## src/rvCore_consts.svh

```systemverilog
`ifndef RVCORE_CONSTS_SVH
`define RVCORE_CONSTS_SVH

// datapath width, RV64
`define XLEN 64

`define ALUOP_WIDTH 5   // enough for every aluOpT member

`define RESET_PC 64'h0

// architectural registers x0..x31
`define NUM_REGS 32

`endif

```

## src/rvIsaPkg.sv

```systemverilog
`include "rvCore_consts.svh"

package rvIsaPkg;

    typedef logic [31:0]        instrT;
    typedef logic [`XLEN-1:0]   wordT;
    typedef logic [4:0]         regIdxT;
    typedef logic [5:0]         shamtT;
    typedef logic [6:0]         opcodeT;

    // major opcodes of the supported subset
    localparam opcodeT opR      = 7'b0110011;
    localparam opcodeT opImm    = 7'b0010011;
    localparam opcodeT opR32    = 7'b0111011;
    localparam opcodeT opImm32  = 7'b0011011;
    localparam opcodeT opLui    = 7'b0110111;
    localparam opcodeT opAuipc  = 7'b0010111;
    localparam opcodeT opJal    = 7'b1101111;
    localparam opcodeT opJalr   = 7'b1100111;
    localparam opcodeT opBranch = 7'b1100011;
    localparam opcodeT opLoad   = 7'b0000011;
    localparam opcodeT opStore  = 7'b0100011;

    typedef enum logic [`ALUOP_WIDTH-1:0] {
        aluAdd,
        aluSub,
        aluAnd,
        aluOr,
        aluXor,
        aluSlt,
        aluSltu,
        aluSll,
        aluSrl,
        aluSra,
        aluAddW,
        aluSubW,
        aluSllW,
        aluSrlW,
        aluSraW,
        aluPassB,   // lui
        aluLink     // return address
    } aluOpT;

    // rs1 vs rs2 compare results
    typedef logic [2:0] cmpFlagsT;
    localparam int cmpEq  = 0;
    localparam int cmpLt  = 1;   // signed
    localparam int cmpLtu = 2;   // unsigned

endpackage

```

## src/rvCtrlPkg.sv

```systemverilog
package rvCtrlPkg;

    typedef enum logic {
        aRs1,
        aPc
    } aSelT;

    typedef enum logic [1:0] {
        bRs2,
        bImm,
        bShamt,
        bPc
    } bSelT;

    // immediate format, width before sign extension noted
    typedef enum logic [2:0] {
        immNone,
        immU,       // 32
        immB,       // 13
        immJ,       // 21
        immI,       // 12
        immS        // 12
    } immSelT;

    typedef enum logic [1:0] {
        pcSeq,
        pcTarget,   // branch or jal
        pcJalr
    } pcSelT;

    typedef enum logic {
        wbAlu,
        wbLoad
    } wbSelT;

endpackage

```

## src/ctrlIf.sv

```systemverilog
`timescale 1ns/10ps

interface ctrlIf import rvIsaPkg::*, rvCtrlPkg::*; ();

    aluOpT  aluOp;
    aSelT   aSel;
    bSelT   bSel;
    immSelT immSel;
    pcSelT  pcSel;
    wbSelT  wbSel;
    logic   regWrite;
    logic   memRead;
    logic   memWrite;
    regIdxT rd;
    regIdxT rs1;
    regIdxT rs2;
    shamtT  shamt;

    // decoder side
    modport dec (
        output aluOp, aSel, bSel, immSel, pcSel, wbSel,
        output regWrite, memRead, memWrite,
        output rd, rs1, rs2, shamt
    );

    // datapath blocks, each picks its own fields
    modport dp (
        input aluOp, aSel, bSel, immSel, pcSel, wbSel,
        input regWrite, memRead, memWrite,
        input rd, rs1, rs2, shamt
    );

endinterface

```

## src/decoder.sv

```systemverilog
`timescale 1ns/10ps

module decoder import rvIsaPkg::*, rvCtrlPkg::*; (
    input  instrT    instr,
    input  cmpFlagsT cmpFlags,
    ctrlIf.dec       ctrl
);

    opcodeT     op;
    logic [2:0] funct3;
    logic [6:0] funct7;
    logic [5:0] funct6;
    logic       f7Zero;
    logic       f7Alt;
    logic       add, sub, andR, orR, xorR, slt, sltu, sll, srl, sra;
    logic       addi, andi, ori, xori, slti, sltiu, slli, srli, srai;
    logic       addw, subw, sllw, srlw, sraw, addiw, slliw, srliw, sraiw;
    logic       lui, auipc, jal, jalr, ld, sd;
    logic       beq, bne, blt, bge, bltu, bgeu;
    logic       immArith;
    logic       shiftImm;
    logic       branch;
    logic       takeBranch;

    assign op     = instr[6:0];
    assign funct3 = instr[14:12];
    assign funct7 = instr[31:25];
    assign funct6 = instr[31:26];
    assign f7Zero = (funct7 == 7'b0000000);
    assign f7Alt  = (funct7 == 7'b0100000);

    assign add  = (op == opR) && (funct3 == 3'b000) && f7Zero;
    assign sub  = (op == opR) && (funct3 == 3'b000) && f7Alt;
    assign sll  = (op == opR) && (funct3 == 3'b001) && f7Zero;
    assign slt  = (op == opR) && (funct3 == 3'b010) && f7Zero;
    assign sltu = (op == opR) && (funct3 == 3'b011) && f7Zero;
    assign xorR = (op == opR) && (funct3 == 3'b100) && f7Zero;
    assign srl  = (op == opR) && (funct3 == 3'b101) && f7Zero;
    assign sra  = (op == opR) && (funct3 == 3'b101) && f7Alt;
    assign orR  = (op == opR) && (funct3 == 3'b110) && f7Zero;
    assign andR = (op == opR) && (funct3 == 3'b111) && f7Zero;

    assign addi  = (op == opImm) && (funct3 == 3'b000);
    assign slli  = (op == opImm) && (funct3 == 3'b001) && (funct6 == 6'b000000);
    assign slti  = (op == opImm) && (funct3 == 3'b010);
    assign sltiu = (op == opImm) && (funct3 == 3'b011);
    assign xori  = (op == opImm) && (funct3 == 3'b100);
    assign srli  = (op == opImm) && (funct3 == 3'b101) && (funct6 == 6'b000000);
    assign srai  = (op == opImm) && (funct3 == 3'b101) && (funct6 == 6'b010000);
    assign ori   = (op == opImm) && (funct3 == 3'b110);
    assign andi  = (op == opImm) && (funct3 == 3'b111);

    // word forms need shamt[5] clear
    assign addw  = (op == opR32) && (funct3 == 3'b000) && f7Zero;
    assign subw  = (op == opR32) && (funct3 == 3'b000) && f7Alt;
    assign sllw  = (op == opR32) && (funct3 == 3'b001) && f7Zero;
    assign srlw  = (op == opR32) && (funct3 == 3'b101) && f7Zero;
    assign sraw  = (op == opR32) && (funct3 == 3'b101) && f7Alt;
    assign addiw = (op == opImm32) && (funct3 == 3'b000);
    assign slliw = (op == opImm32) && (funct3 == 3'b001) && f7Zero;
    assign srliw = (op == opImm32) && (funct3 == 3'b101) && f7Zero;
    assign sraiw = (op == opImm32) && (funct3 == 3'b101) && f7Alt;

    assign lui   = (op == opLui);
    assign auipc = (op == opAuipc);
    assign jal   = (op == opJal);
    assign jalr  = (op == opJalr) && (funct3 == 3'b000);
    assign ld    = (op == opLoad) && (funct3 == 3'b011);
    assign sd    = (op == opStore) && (funct3 == 3'b011);

    assign beq  = (op == opBranch) && (funct3 == 3'b000);
    assign bne  = (op == opBranch) && (funct3 == 3'b001);
    assign blt  = (op == opBranch) && (funct3 == 3'b100);
    assign bge  = (op == opBranch) && (funct3 == 3'b101);
    assign bltu = (op == opBranch) && (funct3 == 3'b110);
    assign bgeu = (op == opBranch) && (funct3 == 3'b111);

    assign immArith = addi | slti | sltiu | xori | ori | andi | addiw;
    assign shiftImm = slli | srli | srai | slliw | srliw | sraiw;
    assign branch   = beq | bne | blt | bge | bltu | bgeu;
    assign takeBranch = (beq  &  cmpFlags[cmpEq])  | (bne  & ~cmpFlags[cmpEq])
                      | (blt  &  cmpFlags[cmpLt])  | (bge  & ~cmpFlags[cmpLt])
                      | (bltu &  cmpFlags[cmpLtu]) | (bgeu & ~cmpFlags[cmpLtu]);

    // mul/div/rem and anything unknown fall through with no write
    assign ctrl.regWrite = add | sub | andR | orR | xorR | slt | sltu | sll | srl | sra
                         | immArith | shiftImm | addw | subw | sllw | srlw | sraw
                         | lui | auipc | jal | jalr | ld;
    assign ctrl.memRead  = ld;
    assign ctrl.memWrite = sd;
    assign ctrl.wbSel    = ld ? wbLoad : wbAlu;
    assign ctrl.aSel     = auipc ? aPc : aRs1;

    assign ctrl.rd    = instr[11:7];
    assign ctrl.rs1   = instr[19:15];
    assign ctrl.rs2   = instr[24:20];
    assign ctrl.shamt = instr[25:20];

    always_comb begin
        if (sub)                ctrl.aluOp = aluSub;
        else if (andR | andi)   ctrl.aluOp = aluAnd;
        else if (orR | ori)     ctrl.aluOp = aluOr;
        else if (xorR | xori)   ctrl.aluOp = aluXor;
        else if (slt | slti)    ctrl.aluOp = aluSlt;
        else if (sltu | sltiu)  ctrl.aluOp = aluSltu;
        else if (sll | slli)    ctrl.aluOp = aluSll;
        else if (srl | srli)    ctrl.aluOp = aluSrl;
        else if (sra | srai)    ctrl.aluOp = aluSra;
        else if (addw | addiw)  ctrl.aluOp = aluAddW;
        else if (subw)          ctrl.aluOp = aluSubW;
        else if (sllw | slliw)  ctrl.aluOp = aluSllW;
        else if (srlw | srliw)  ctrl.aluOp = aluSrlW;
        else if (sraw | sraiw)  ctrl.aluOp = aluSraW;
        else if (lui)           ctrl.aluOp = aluPassB;
        else if (jal | jalr)    ctrl.aluOp = aluLink;
        else                    ctrl.aluOp = aluAdd;  // add, addi, auipc, address calc
    end

    always_comb begin
        if (shiftImm)                               ctrl.bSel = bShamt;
        else if (immArith | lui | auipc | ld | sd)  ctrl.bSel = bImm;
        else if (jal | jalr)                        ctrl.bSel = bPc;
        else                                        ctrl.bSel = bRs2;
    end

    always_comb begin
        if (lui | auipc)                ctrl.immSel = immU;
        else if (branch)                ctrl.immSel = immB;
        else if (jal)                   ctrl.immSel = immJ;
        else if (immArith | jalr | ld)  ctrl.immSel = immI;
        else if (sd)                    ctrl.immSel = immS;
        else                            ctrl.immSel = immNone;
    end

    always_comb begin
        if (jal | takeBranch)   ctrl.pcSel = pcTarget;
        else if (jalr)          ctrl.pcSel = pcJalr;
        else                    ctrl.pcSel = pcSeq;
    end

    // at most one row of the decode table may match, so ld and sd never overlap
    decodeOneHot: assert final ($onehot0({add, sub, andR, orR, xorR, slt, sltu, sll, srl, sra,
                                          addi, andi, ori, xori, slti, sltiu, slli, srli, srai,
                                          addw, subw, sllw, srlw, sraw,
                                          addiw, slliw, srliw, sraiw,
                                          lui, auipc, jal, jalr, ld, sd,
                                          beq, bne, blt, bge, bltu, bgeu}))
        else $error("decoder: more than one instruction decoded");

endmodule

```

## src/flat_wrapper.sv

```systemverilog
// flat-port wrapper written by rule: the top's interface ports become plain ports
module decoder_flat import rvIsaPkg::*, rvCtrlPkg::*;
  (instr, cmpFlags, ctrl_aluOp, ctrl_aSel, ctrl_bSel, ctrl_immSel, ctrl_pcSel, ctrl_wbSel, ctrl_regWrite, ctrl_memRead, ctrl_memWrite, ctrl_rd, ctrl_rs1, ctrl_rs2, ctrl_shamt);
  ctrlIf ctrl_i ();
  input  instrT instr;
  input  cmpFlagsT cmpFlags;
  output wire logic [$bits(ctrl_i.aluOp)-1:0] ctrl_aluOp;
  output wire logic [$bits(ctrl_i.aSel)-1:0] ctrl_aSel;
  output wire logic [$bits(ctrl_i.bSel)-1:0] ctrl_bSel;
  output wire logic [$bits(ctrl_i.immSel)-1:0] ctrl_immSel;
  output wire logic [$bits(ctrl_i.pcSel)-1:0] ctrl_pcSel;
  output wire logic [$bits(ctrl_i.wbSel)-1:0] ctrl_wbSel;
  output wire logic [$bits(ctrl_i.regWrite)-1:0] ctrl_regWrite;
  output wire logic [$bits(ctrl_i.memRead)-1:0] ctrl_memRead;
  output wire logic [$bits(ctrl_i.memWrite)-1:0] ctrl_memWrite;
  output wire logic [$bits(ctrl_i.rd)-1:0] ctrl_rd;
  output wire logic [$bits(ctrl_i.rs1)-1:0] ctrl_rs1;
  output wire logic [$bits(ctrl_i.rs2)-1:0] ctrl_rs2;
  output wire logic [$bits(ctrl_i.shamt)-1:0] ctrl_shamt;
  assign ctrl_aluOp = ctrl_i.aluOp;
  assign ctrl_aSel = ctrl_i.aSel;
  assign ctrl_bSel = ctrl_i.bSel;
  assign ctrl_immSel = ctrl_i.immSel;
  assign ctrl_pcSel = ctrl_i.pcSel;
  assign ctrl_wbSel = ctrl_i.wbSel;
  assign ctrl_regWrite = ctrl_i.regWrite;
  assign ctrl_memRead = ctrl_i.memRead;
  assign ctrl_memWrite = ctrl_i.memWrite;
  assign ctrl_rd = ctrl_i.rd;
  assign ctrl_rs1 = ctrl_i.rs1;
  assign ctrl_rs2 = ctrl_i.rs2;
  assign ctrl_shamt = ctrl_i.shamt;
  decoder u_core (.instr(instr), .cmpFlags(cmpFlags), .ctrl(ctrl_i));
endmodule
```

## config.mk

```make
export PLATFORM = sky130hd
export DESIGN_NAME = decoder_flat
export DESIGN_NICKNAME = d
export VERILOG_FILES = /design/src/rvIsaPkg.sv /design/src/rvCtrlPkg.sv /design/src/ctrlIf.sv /design/src/decoder.sv /design/src/flat_wrapper.sv
export VERILOG_INCLUDE_DIRS = /design/src
export SDC_FILE = /design/constraint.sdc
export NUM_CORES = 1
export LEC_CHECK = 0
export ABC_AREA = 1
export BUFFER_PORTS_ARGS = -buffer_cell sky130_fd_sc_hd__buf_2
export CAP_MARGIN = 20
export CELL_PAD_IN_SITES_DETAIL_PLACEMENT = 1
export CELL_PAD_IN_SITES_GLOBAL_PLACEMENT = 1
export CORE_MARGIN = 1.5
export CORE_UTILIZATION = 24
export DETAILED_ROUTE_END_ITERATION = 8
export PLACE_DENSITY = 0.91
export SLEW_MARGIN = 25
export SYNTH_ARGS = -nofsm -noshare
export SYNTH_HDL_FRONTEND = slang
export SYNTH_SLANG_ARGS = --single-unit
export TNS_END_PERCENT = 100
```

## constraint.sdc

```tcl
create_clock -name vclk -period 1.5
set_input_delay 0.15 -clock vclk [all_inputs]
set_output_delay 0.15 -clock vclk [all_outputs]
set_load 0.05 [all_outputs]
```

==> reports/results.ini, run 1 <==
[timing]
finalWorstPathRequiredPeriod_ns=1.61
fin_ws_ns=-0.107
timing.final.max_slew_violations=0
rsz0062_at_grt=yes
post-route-period-util=1.07
max_freq_mhz=622
timing.slew.headroom=0.818
finalHoldViolCount=0
timing.final.setup_violations=6
fin_worst_hold_slack_ns=0.300
worstMarginPinSlew_ns=0.272

[power]
powerDensity_mw_per_mm2=157
max-vdd-ir-drop_mv=0.0950
total_power_uw=264
leakagePower_uw=0.000907

[setup_path]
worst_path_max_delay_cell=nand3_1
start_kind=input pin
setup_crit_end_kind=primary output
critPathRequiredTime_ns=1.35
cpPeakStageDelay_ns=0.20
crit_fanout=5
timing_worst_setup_path_type=in2out
crit_chain=buf_8 > clkinvlp_4 > nor2_4 > nand2_4 > nor2_4 > nand3_1 > nand2_1 > nor2_1 > nand3_1 > nor2_1 > nand2_2 > buf_8
crit_arrival_ns=1.46

[routing]
count_of_antenna_violating_nets_left_after_detailed_routing=0
drcViolationCount=0
drt_wl_total_mm=4.74
first_pass_iters=4
wire_per_inst_um=17.7
via_per_inst=4.96
dr_total_vias=1328
dr.first_iter.drc_count=54

[logic_synthesis]
synthDominantAreaCellType=buf_4
ys_seq_area_frac=0
synth_top_family_by_area=simple AND/OR/NAND/NOR gates
yosysWarningCount=0
synth_cell_types=25
synthMuxAreaShare=0
xor_xnor_fraction_of_synth_area=0
syn_nets=205
post-synth-top-count-cell=nand2_1
synth_simple_gate_area_frac=0.609
synth-adder-area-share=0
post_synthesis_cell_count=170
netlist.area_leader.share=0.186
synth-compound-area-share=0.0804
post_synth_main_area_contributors=buf_4 (19%), nand2_1 (16%), inv_1 (11%)
synthTopCellsByCount=nand2_1 (38), inv_1 (27), nor2_1 (23)
average_size_of_a_mapped_cell_um2=5.22
synth_cell_area_um2=887

[min_path]
min-delay-path-class=in2out
worst_hold_path.num_cells=0

[run_status]
status=finished with violations
failed_checks=setup timing

[place]
finalWeightedCongestion=0.857
hpwlAfterDp_mm=2.84
place.port_buffers=38

[clock_network]
count_of_hold_buffers_inserted_by_post_cts_repair=0

[final_layout]
n_antenna_cell=0
final_layout_size_suffix_gt1_frac=0.667
fin_nets=259
final_util=0.487
final.clkbuf_count=0
seq_cell_count=0
footprint_of_the_flip_flops_and_latches_um2=0
flow.area_growth_from_synthesis_pct=89.0

[global_route]
groute.usage.overall=0.185
initial_antenna_violation_count=0
overflow=0
first_global_vias=1397
largest_net_degree_at_the_start_of_global_routing=8
grt_first_pass_wirelength_mm=6.22

[die]
floorplan.initialDensity=0.258
die_w_um=63.8
ioPinCount=73
core_box_area_mm2=0.00344
die_y_um=63.8
placement_rows=21
die_area_mm2=0.00407

[job]
drv.max_cap_violation_count=0

cell usage in the layout, fill, tap and decap left out, types with 4 or more instances in the layout:
cell     netlist  layout
buf_2          1      16
buf_4         22      36
buf_6          0      17
buf_8          0       4
inv_1         27      18
inv_2          1       7
nand2_1       38      23
nand2_2        2      11
nand2_4        0       6
nand3_1       19      11
nand3_2        3       8
nand4_1        6       6
nor2_1        23       9
nor2_2         2       7
nor2_4         4      13
nor3_4         0       4
report_power, final:
group,internal [uW],leakage [uW],switching [uW]
clock network,0,0,0
registers,0,0,0
logic,111,0.000907,153
cell type report:
class	count	area [um2]
fillers	441	1770
multi-input cells	119	886
repair buffers	75	617
inverters	28	116
well taps	46	57.6
routing by layer:
| metal | part of all wire | global-route usage | vias up |
|---|---|---|---|
| li1 | - | - | 625 |
| met1 | 0.39 | 0.218 | 633 |
| met2 | 0.53 | 0.350 | 56 |
| met3 | 0.050 | 0.0141 | 14 |
| met4 | 0.030 | 0.0543 | 0 |
| met5 | 0 | 0 | - |
critical path: cells and delay by family:
| kind | cells | cell delay [ns] |
|---|---|---|
| buffers and inverters | 3 | 0.36 |
| and+or+nand+nor | 9 | 0.93 |
through the flow:
step / cells / instance area (um2) / worst slack, ns / TNS, ns
2_1_floorplan: 170 / 933 / -0.217 / -0.310
3_3_place_gp: 263 / 1240 / -0.117 / -0.494
3_5_place_dp: 263 / 1240 / -0.176 / -1.37
4_1_cts: 263 / 1380 / -0.0359 / -0.0576
5_1_grt: 268 / 1680 / -0.172 / -1.32
6_report: 268 / 1680 / -0.107 / -0.526
cells by family (layout without fill, tap and decap cells):
logic type             Yosys count  after routing
AO/OA/AOI/OAI                   11             11
buffers and inverters           51            103
AND/OR/NAND/NOR                108            108
timing repair:
item | in CTS | in global routing
cloned | 0 | 0
setup buffers | 0 | 6
pin swaps | 11 | 30
setup endpoints to repair | 14 | 15
resized for setup | 39 | 79
worst paths after layout:
check | slack (ns) | startpoint | end
max | -0.11 | instr[3] | ctrl_regWrite
min | 0.30 | instr[7] | ctrl_rd[0]
Note: power is estimated with default switching activity, not from simulation.
==> inputs of run 2 (changes only) <==
--- a/config.mk
+++ b/config.mk
@@ -12,9 +12,10 @@
 export CELL_PAD_IN_SITES_DETAIL_PLACEMENT = 1
 export CELL_PAD_IN_SITES_GLOBAL_PLACEMENT = 1
 export CORE_MARGIN = 1.5
-export CORE_UTILIZATION = 24
+export CORE_UTILIZATION = 26
 export DETAILED_ROUTE_END_ITERATION = 8
-export PLACE_DENSITY = 0.91
+export PLACE_DENSITY = 0.95
+export SETUP_SLACK_MARGIN = 0.02
 export SLEW_MARGIN = 25
 export SYNTH_ARGS = -nofsm -noshare
 export SYNTH_HDL_FRONTEND = slang
==> constraint.sdc (replaced) <==
create_clock -name vclk -period 2
set_input_delay 0.2 -clock vclk [all_inputs]
set_output_delay 0.2 -clock vclk [all_outputs]
set_load 0.05 [all_outputs]
==> run 2 against run 1 <==
The flow now finishes without violations. Global-route usage is 2.8 points lower. Combinational power is 62% lower. Utilization is 19 points lower. Non-clock buffer count is 35 lower. Sequential share of layout area stayed put. Critical path depth is 2 lower. Via count is 18% lower. Count of clock-buffer cells in the layout stayed put. Worst hold slack better by 0.10 ns.
==> reports/results.ini, run 2 (synthesized netlist as in run 1, its figures left out) <==
[run_status]
status=finished clean

[final_layout]
fin_cells=233
final_cell_mix=nand2_1 (38), buf_2 (37), inv_1 (27)
multi_input_comb_area_um2=628
final.clkbuf_count=0
flow.area_growth_from_synthesis_pct=12.6
n_antenna_cell=0
fin_nets=224
seq_cell_count=0
final_common_cell=nand2_1
footprint_of_the_flip_flops_and_latches_um2=0
fill_cells=493
final_layout_size_suffix_gt1_frac=0.326

[routing]
count_of_antenna_violating_nets_left_after_detailed_routing=0
top_signal_layer_used=met3
routed-wl-met2_mm=1.45
drt_wl_total_mm=2.76
via_per_inst=4.70
first_pass_iters=4
wire_per_inst_um=11.8
dr_total_vias=1095
drcViolationCount=0
dr.first_iter.drc_count=12
met3_wirelength_um=156
met1Wirelength_mm=1.15

[power]
p_clk_frac=0
internal_power_uw=31.4
netSwitchingPower_uw=69.2
power.share.switching=0.688
powerDensity_mw_per_mm2=101
combinational_share_of_power=1.000
max-vdd-ir-drop_mv=0.0446
leakagePower_uw=0.000611
seq_power_share=0

[timing]
rsz0062_at_grt=yes
timing.slew.headroom=0.734
fin_setup_tns_ns=0
finalWorstPathRequiredPeriod_ns=1.84
timing.final.setup_violations=0
post-route-period-util=0.922
max_freq_mhz=542
finalHoldViolCount=0
worstMarginPinSlew_ns=0.397
timing.final.max_slew_violations=0
fin_worst_hold_slack_ns=0.400

[place]
hpwlAfterDp_mm=2.50
place.port_buffers=38
finalWeightedCongestion=0.918
placed_cells=233

[global_route]
groute.usage.overall=0.157
overflow=0
largest_net_degree_at_the_start_of_global_routing=9
first_global_vias=1083
grt_first_pass_wirelength_mm=4.63
initial_antenna_violation_count=0

[setup_path]
critPathMostFrequentCell=buf_2
start_kind=input pin
crit_fanout=5
crit_chain=buf_2 > inv_1 > nand3_2 > nor2_2 > nand3_1 > and2_1 > nand2_1 > nor2_1 > nand4_1 > buf_2
crit_arrival_ns=1.64
setup_crit_end_kind=primary output
timing_worst_setup_path_type=in2out
worst_path_max_delay_cell=buf_2
cpPeakStageDelay_ns=0.26
critPathRequiredTime_ns=1.80

[die]
ioPinCount=73
die_area_mm2=0.00377
floorplan.initialDensity=0.268
die_w_um=61.4
placement_rows=21
core_box_area_mm2=0.00331
die_y_um=61.4

[job]
drv.max_cap_violation_count=0

[clock_network]
count_of_hold_buffers_inserted_by_post_cts_repair=0

[min_path]
min-delay-path-class=in2out

run 2: area by class of cell:
| cell class | instances | share of cell area |
|---|---|---|
| Multi-Input combinational cell | 119 | 0.629 |
| Tap cell | 46 | 0.0576 |
| Timing Repair Buffer | 40 | 0.208 |
| Inverter | 28 | 0.105 |
run 2: routing by layer:
metal | up-vias | GRT usage
li1 | 560 | -
met1 | 500 | 0.191
met2 | 35 | 0.307
met3 | 0 | 0.0168
met4 | 0 | 0.0122
met5 | - | 0
run 2: critical path: cells and delay by family:
kind / cells / cell delay (ns)
AND/OR/NAND/NOR: 7 / 0.93
buffers and inverters: 3 / 0.51
run 2: metrics by stage:
step	total power (uW)	utilization	setup slack (ns)	area, um2
after floorplan	166	-	0.125	901
after global placement	97.0	0.300	0.190	993
after detailed placement	100	0.300	0.154	993
after CTS	101	0.300	0.150	993
after global routing	112	0.302	0.00735	998
final	101	0.302	0.156	998
run 2: repair_timing:
| action | CTS | global route |
|---|---|---|
| setup endpoints to repair | 0 | 3 |
| setup buffers | 0 | 0 |
| gates resized for setup | 0 | 2 |
run 2: final timing paths:
path  startpoint  slack [ns]            end  cells past startpoint
max     instr[6]        0.16  ctrl_aluOp[2]                     10
min     instr[7]        0.40     ctrl_rd[0]                      0
run 2: power by group through the flow:
stage / logic, uW / registers, uW / clock network (uW)
2_1_floorplan: 166 / 0 / 0
3_3_place_gp: 97.0 / 0 / 0
3_5_place_dp: 100 / 0 / 0
4_1_cts: 101 / 0 / 0
5_1_grt: 112 / 0 / 0
6_report: 101 / 0 / 0
==> inputs of run 3 (changes only) <==
--- a/config.mk
+++ b/config.mk
@@ -12,9 +12,9 @@
 export CELL_PAD_IN_SITES_DETAIL_PLACEMENT = 1
 export CELL_PAD_IN_SITES_GLOBAL_PLACEMENT = 1
 export CORE_MARGIN = 1.5
-export CORE_UTILIZATION = 26
+export CORE_UTILIZATION = 24
 export DETAILED_ROUTE_END_ITERATION = 8
-export PLACE_DENSITY = 0.95
+export PLACE_DENSITY = 0.91
 export SETUP_SLACK_MARGIN = 0.02
 export SLEW_MARGIN = 25
 export SYNTH_ARGS = -nofsm -noshare
==> constraint.sdc (replaced) <==
create_clock -name vclk -period 1.75
set_input_delay 0.175 -clock vclk [all_inputs]
set_output_delay 0.175 -clock vclk [all_outputs]
set_load 0.05 [all_outputs]
==> run 3 against run 2 <==
Sequential cell count did not move. Worst setup slack got worse by 0.027 ns. Largest power group unchanged. Cell count is 2.1% higher. Largest cell class unchanged.
==> reports/results.ini, run 3 (synthesized netlist as in run 1, its figures left out) <==
[final_layout]
final_util=0.318
final.clkbuf_count=0
final_common_cell=nand2_1
seq_cell_count=0
final_cell_mix=nand2_1 (33), buf_2 (31), inv_1 (25)
fin_nets=229
footprint_of_the_flip_flops_and_latches_um2=0
flow.area_growth_from_synthesis_pct=23.6
n_antenna_cell=0
final_layout_size_suffix_gt1_frac=0.401
post-route-cell-area_mm2=0.00110

[die]
die_y_um=63.8
die_w_um=63.8
die_area_mm2=0.00407
floorplan.initialDensity=0.258
placement_rows=21
core_box_area_mm2=0.00344
ioPinCount=73

[routing]
wire_per_inst_um=11.7
count_of_antenna_violating_nets_left_after_detailed_routing=0
drt_wl_total_mm=2.78
via_per_inst=4.64
drcViolationCount=0
dr_total_vias=1104
dr.first_iter.drc_count=9
first_pass_iters=4

[power]
combinational_share_of_power=1.000
netSwitchingPower_uw=84.0
leakagePower_uw=0.000637
power.share.switching=0.662
powerDensity_mw_per_mm2=116
p_clk_frac=0
internal_power_uw=42.9
seq_power_share=0
max-vdd-ir-drop_mv=0.0614

[timing]
worstMarginPinSlew_ns=0.261
timing.slew.headroom=0.824
rsz0062_at_grt=no
post-route-period-util=0.926
timing.final.max_slew_violations=0
max_freq_mhz=617
finalHoldViolCount=0
finalWorstPathRequiredPeriod_ns=1.62
fin_setup_tns_ns=0
timing.final.setup_violations=0

[place]
dpl_cell_area_mm2=0.00103
place.port_buffers=38
hpwlAfterDp_mm=2.44
finalWeightedCongestion=0.927

[global_route]
overflow=0
groute.usage.overall=0.133
largest_net_degree_at_the_start_of_global_routing=9
first_global_vias=1111
grt_first_pass_wirelength_mm=4.58
initial_antenna_violation_count=0

[setup_path]
critPathRequiredTime_ns=1.57
crit_arrival_ns=1.45
crit_fanout=5
start_kind=input pin
timing_worst_setup_path_type=in2out
setup_crit_end_kind=primary output

[job]
drv.max_cap_violation_count=0

[min_path]
min-delay-path-class=in2out

[run_status]
status=finished clean

## run 3: cell types whose count changed in the layout (fill, tap and decap cells not counted), moves of 5 or more
cell	previous run	this run
buf_2	37	31
buf_4	2	9
nand2_1	38	33
nand2_2	2	7
## run 3: layer usage
metal / vias to the layer above / track usage / wire [um]
li1: 570 / - / -
met4: 0 / 0.00815 / 0
met1: 503 / 0.152 / 1230
met2: 31 / 0.272 / 1470
met5: - / 0 / 0
met3: 0 / 0.0106 / 77
## run 3: timing repair
action | 4_1_cts | 5_1_grt
endpoints found under the hold margin | 0 | 0
buffers inserted | 0 | 1
cloned | 0 | 0
hold buffers | 0 | 0
endpoints found under the setup margin | 5 | 8
pin swaps | 0 | 1
gates resized for setup | 5 | 16
## run 3: layout make-up
class	instances	area [um2]
multi-input combinational	119	666
inverter	28	105
tap	46	57.6
timing repair buffer	45	268
fill	484	2350
## run 3: power by group through the flow
stage / Combinational (uW) / Sequential, uW / Clock (uW)
2_1_floorplan: 191 / 0 / 0
3_3_place_gp: 116 / 0 / 0
3_5_place_dp: 120 / 0 / 0
4_1_cts: 121 / 0 / 0
5_1_grt: 140 / 0 / 0
6_report: 127 / 0 / 0
## run 3: path summary, 6_finish.rpt
check	cells past startpoint	from	endpoint	slack [ns]
max	11	instr[6]	ctrl_regWrite	0.13
min	0	instr[7]	ctrl_rd[0]	0.35
## run 3: worst max-delay path, cell delays in order
cell      delay [ns]
buf_2           0.12
inv_2           0.10
nand3_2         0.15
nor2_4          0.19
nand2_1         0.11
o21ai_1         0.15
nor2_1          0.07
nand2_1         0.06
nor2_1          0.03
nand2_1         0.06
clkbuf_4        0.22
## run 3: metrics by stage
step           hold WS, ns  power, uW  worst slack, ns  instances
5_1_grt              0.350        140           0.0163        238
4_1_cts              0.350        121          0.00315        237
2_1_floorplan        0.413        191          -0.0994        170
6_report             0.350        127            0.129        238
3_5_place_dp         0.350        120          -0.0931        237
3_3_place_gp         0.350        116          -0.0175        237
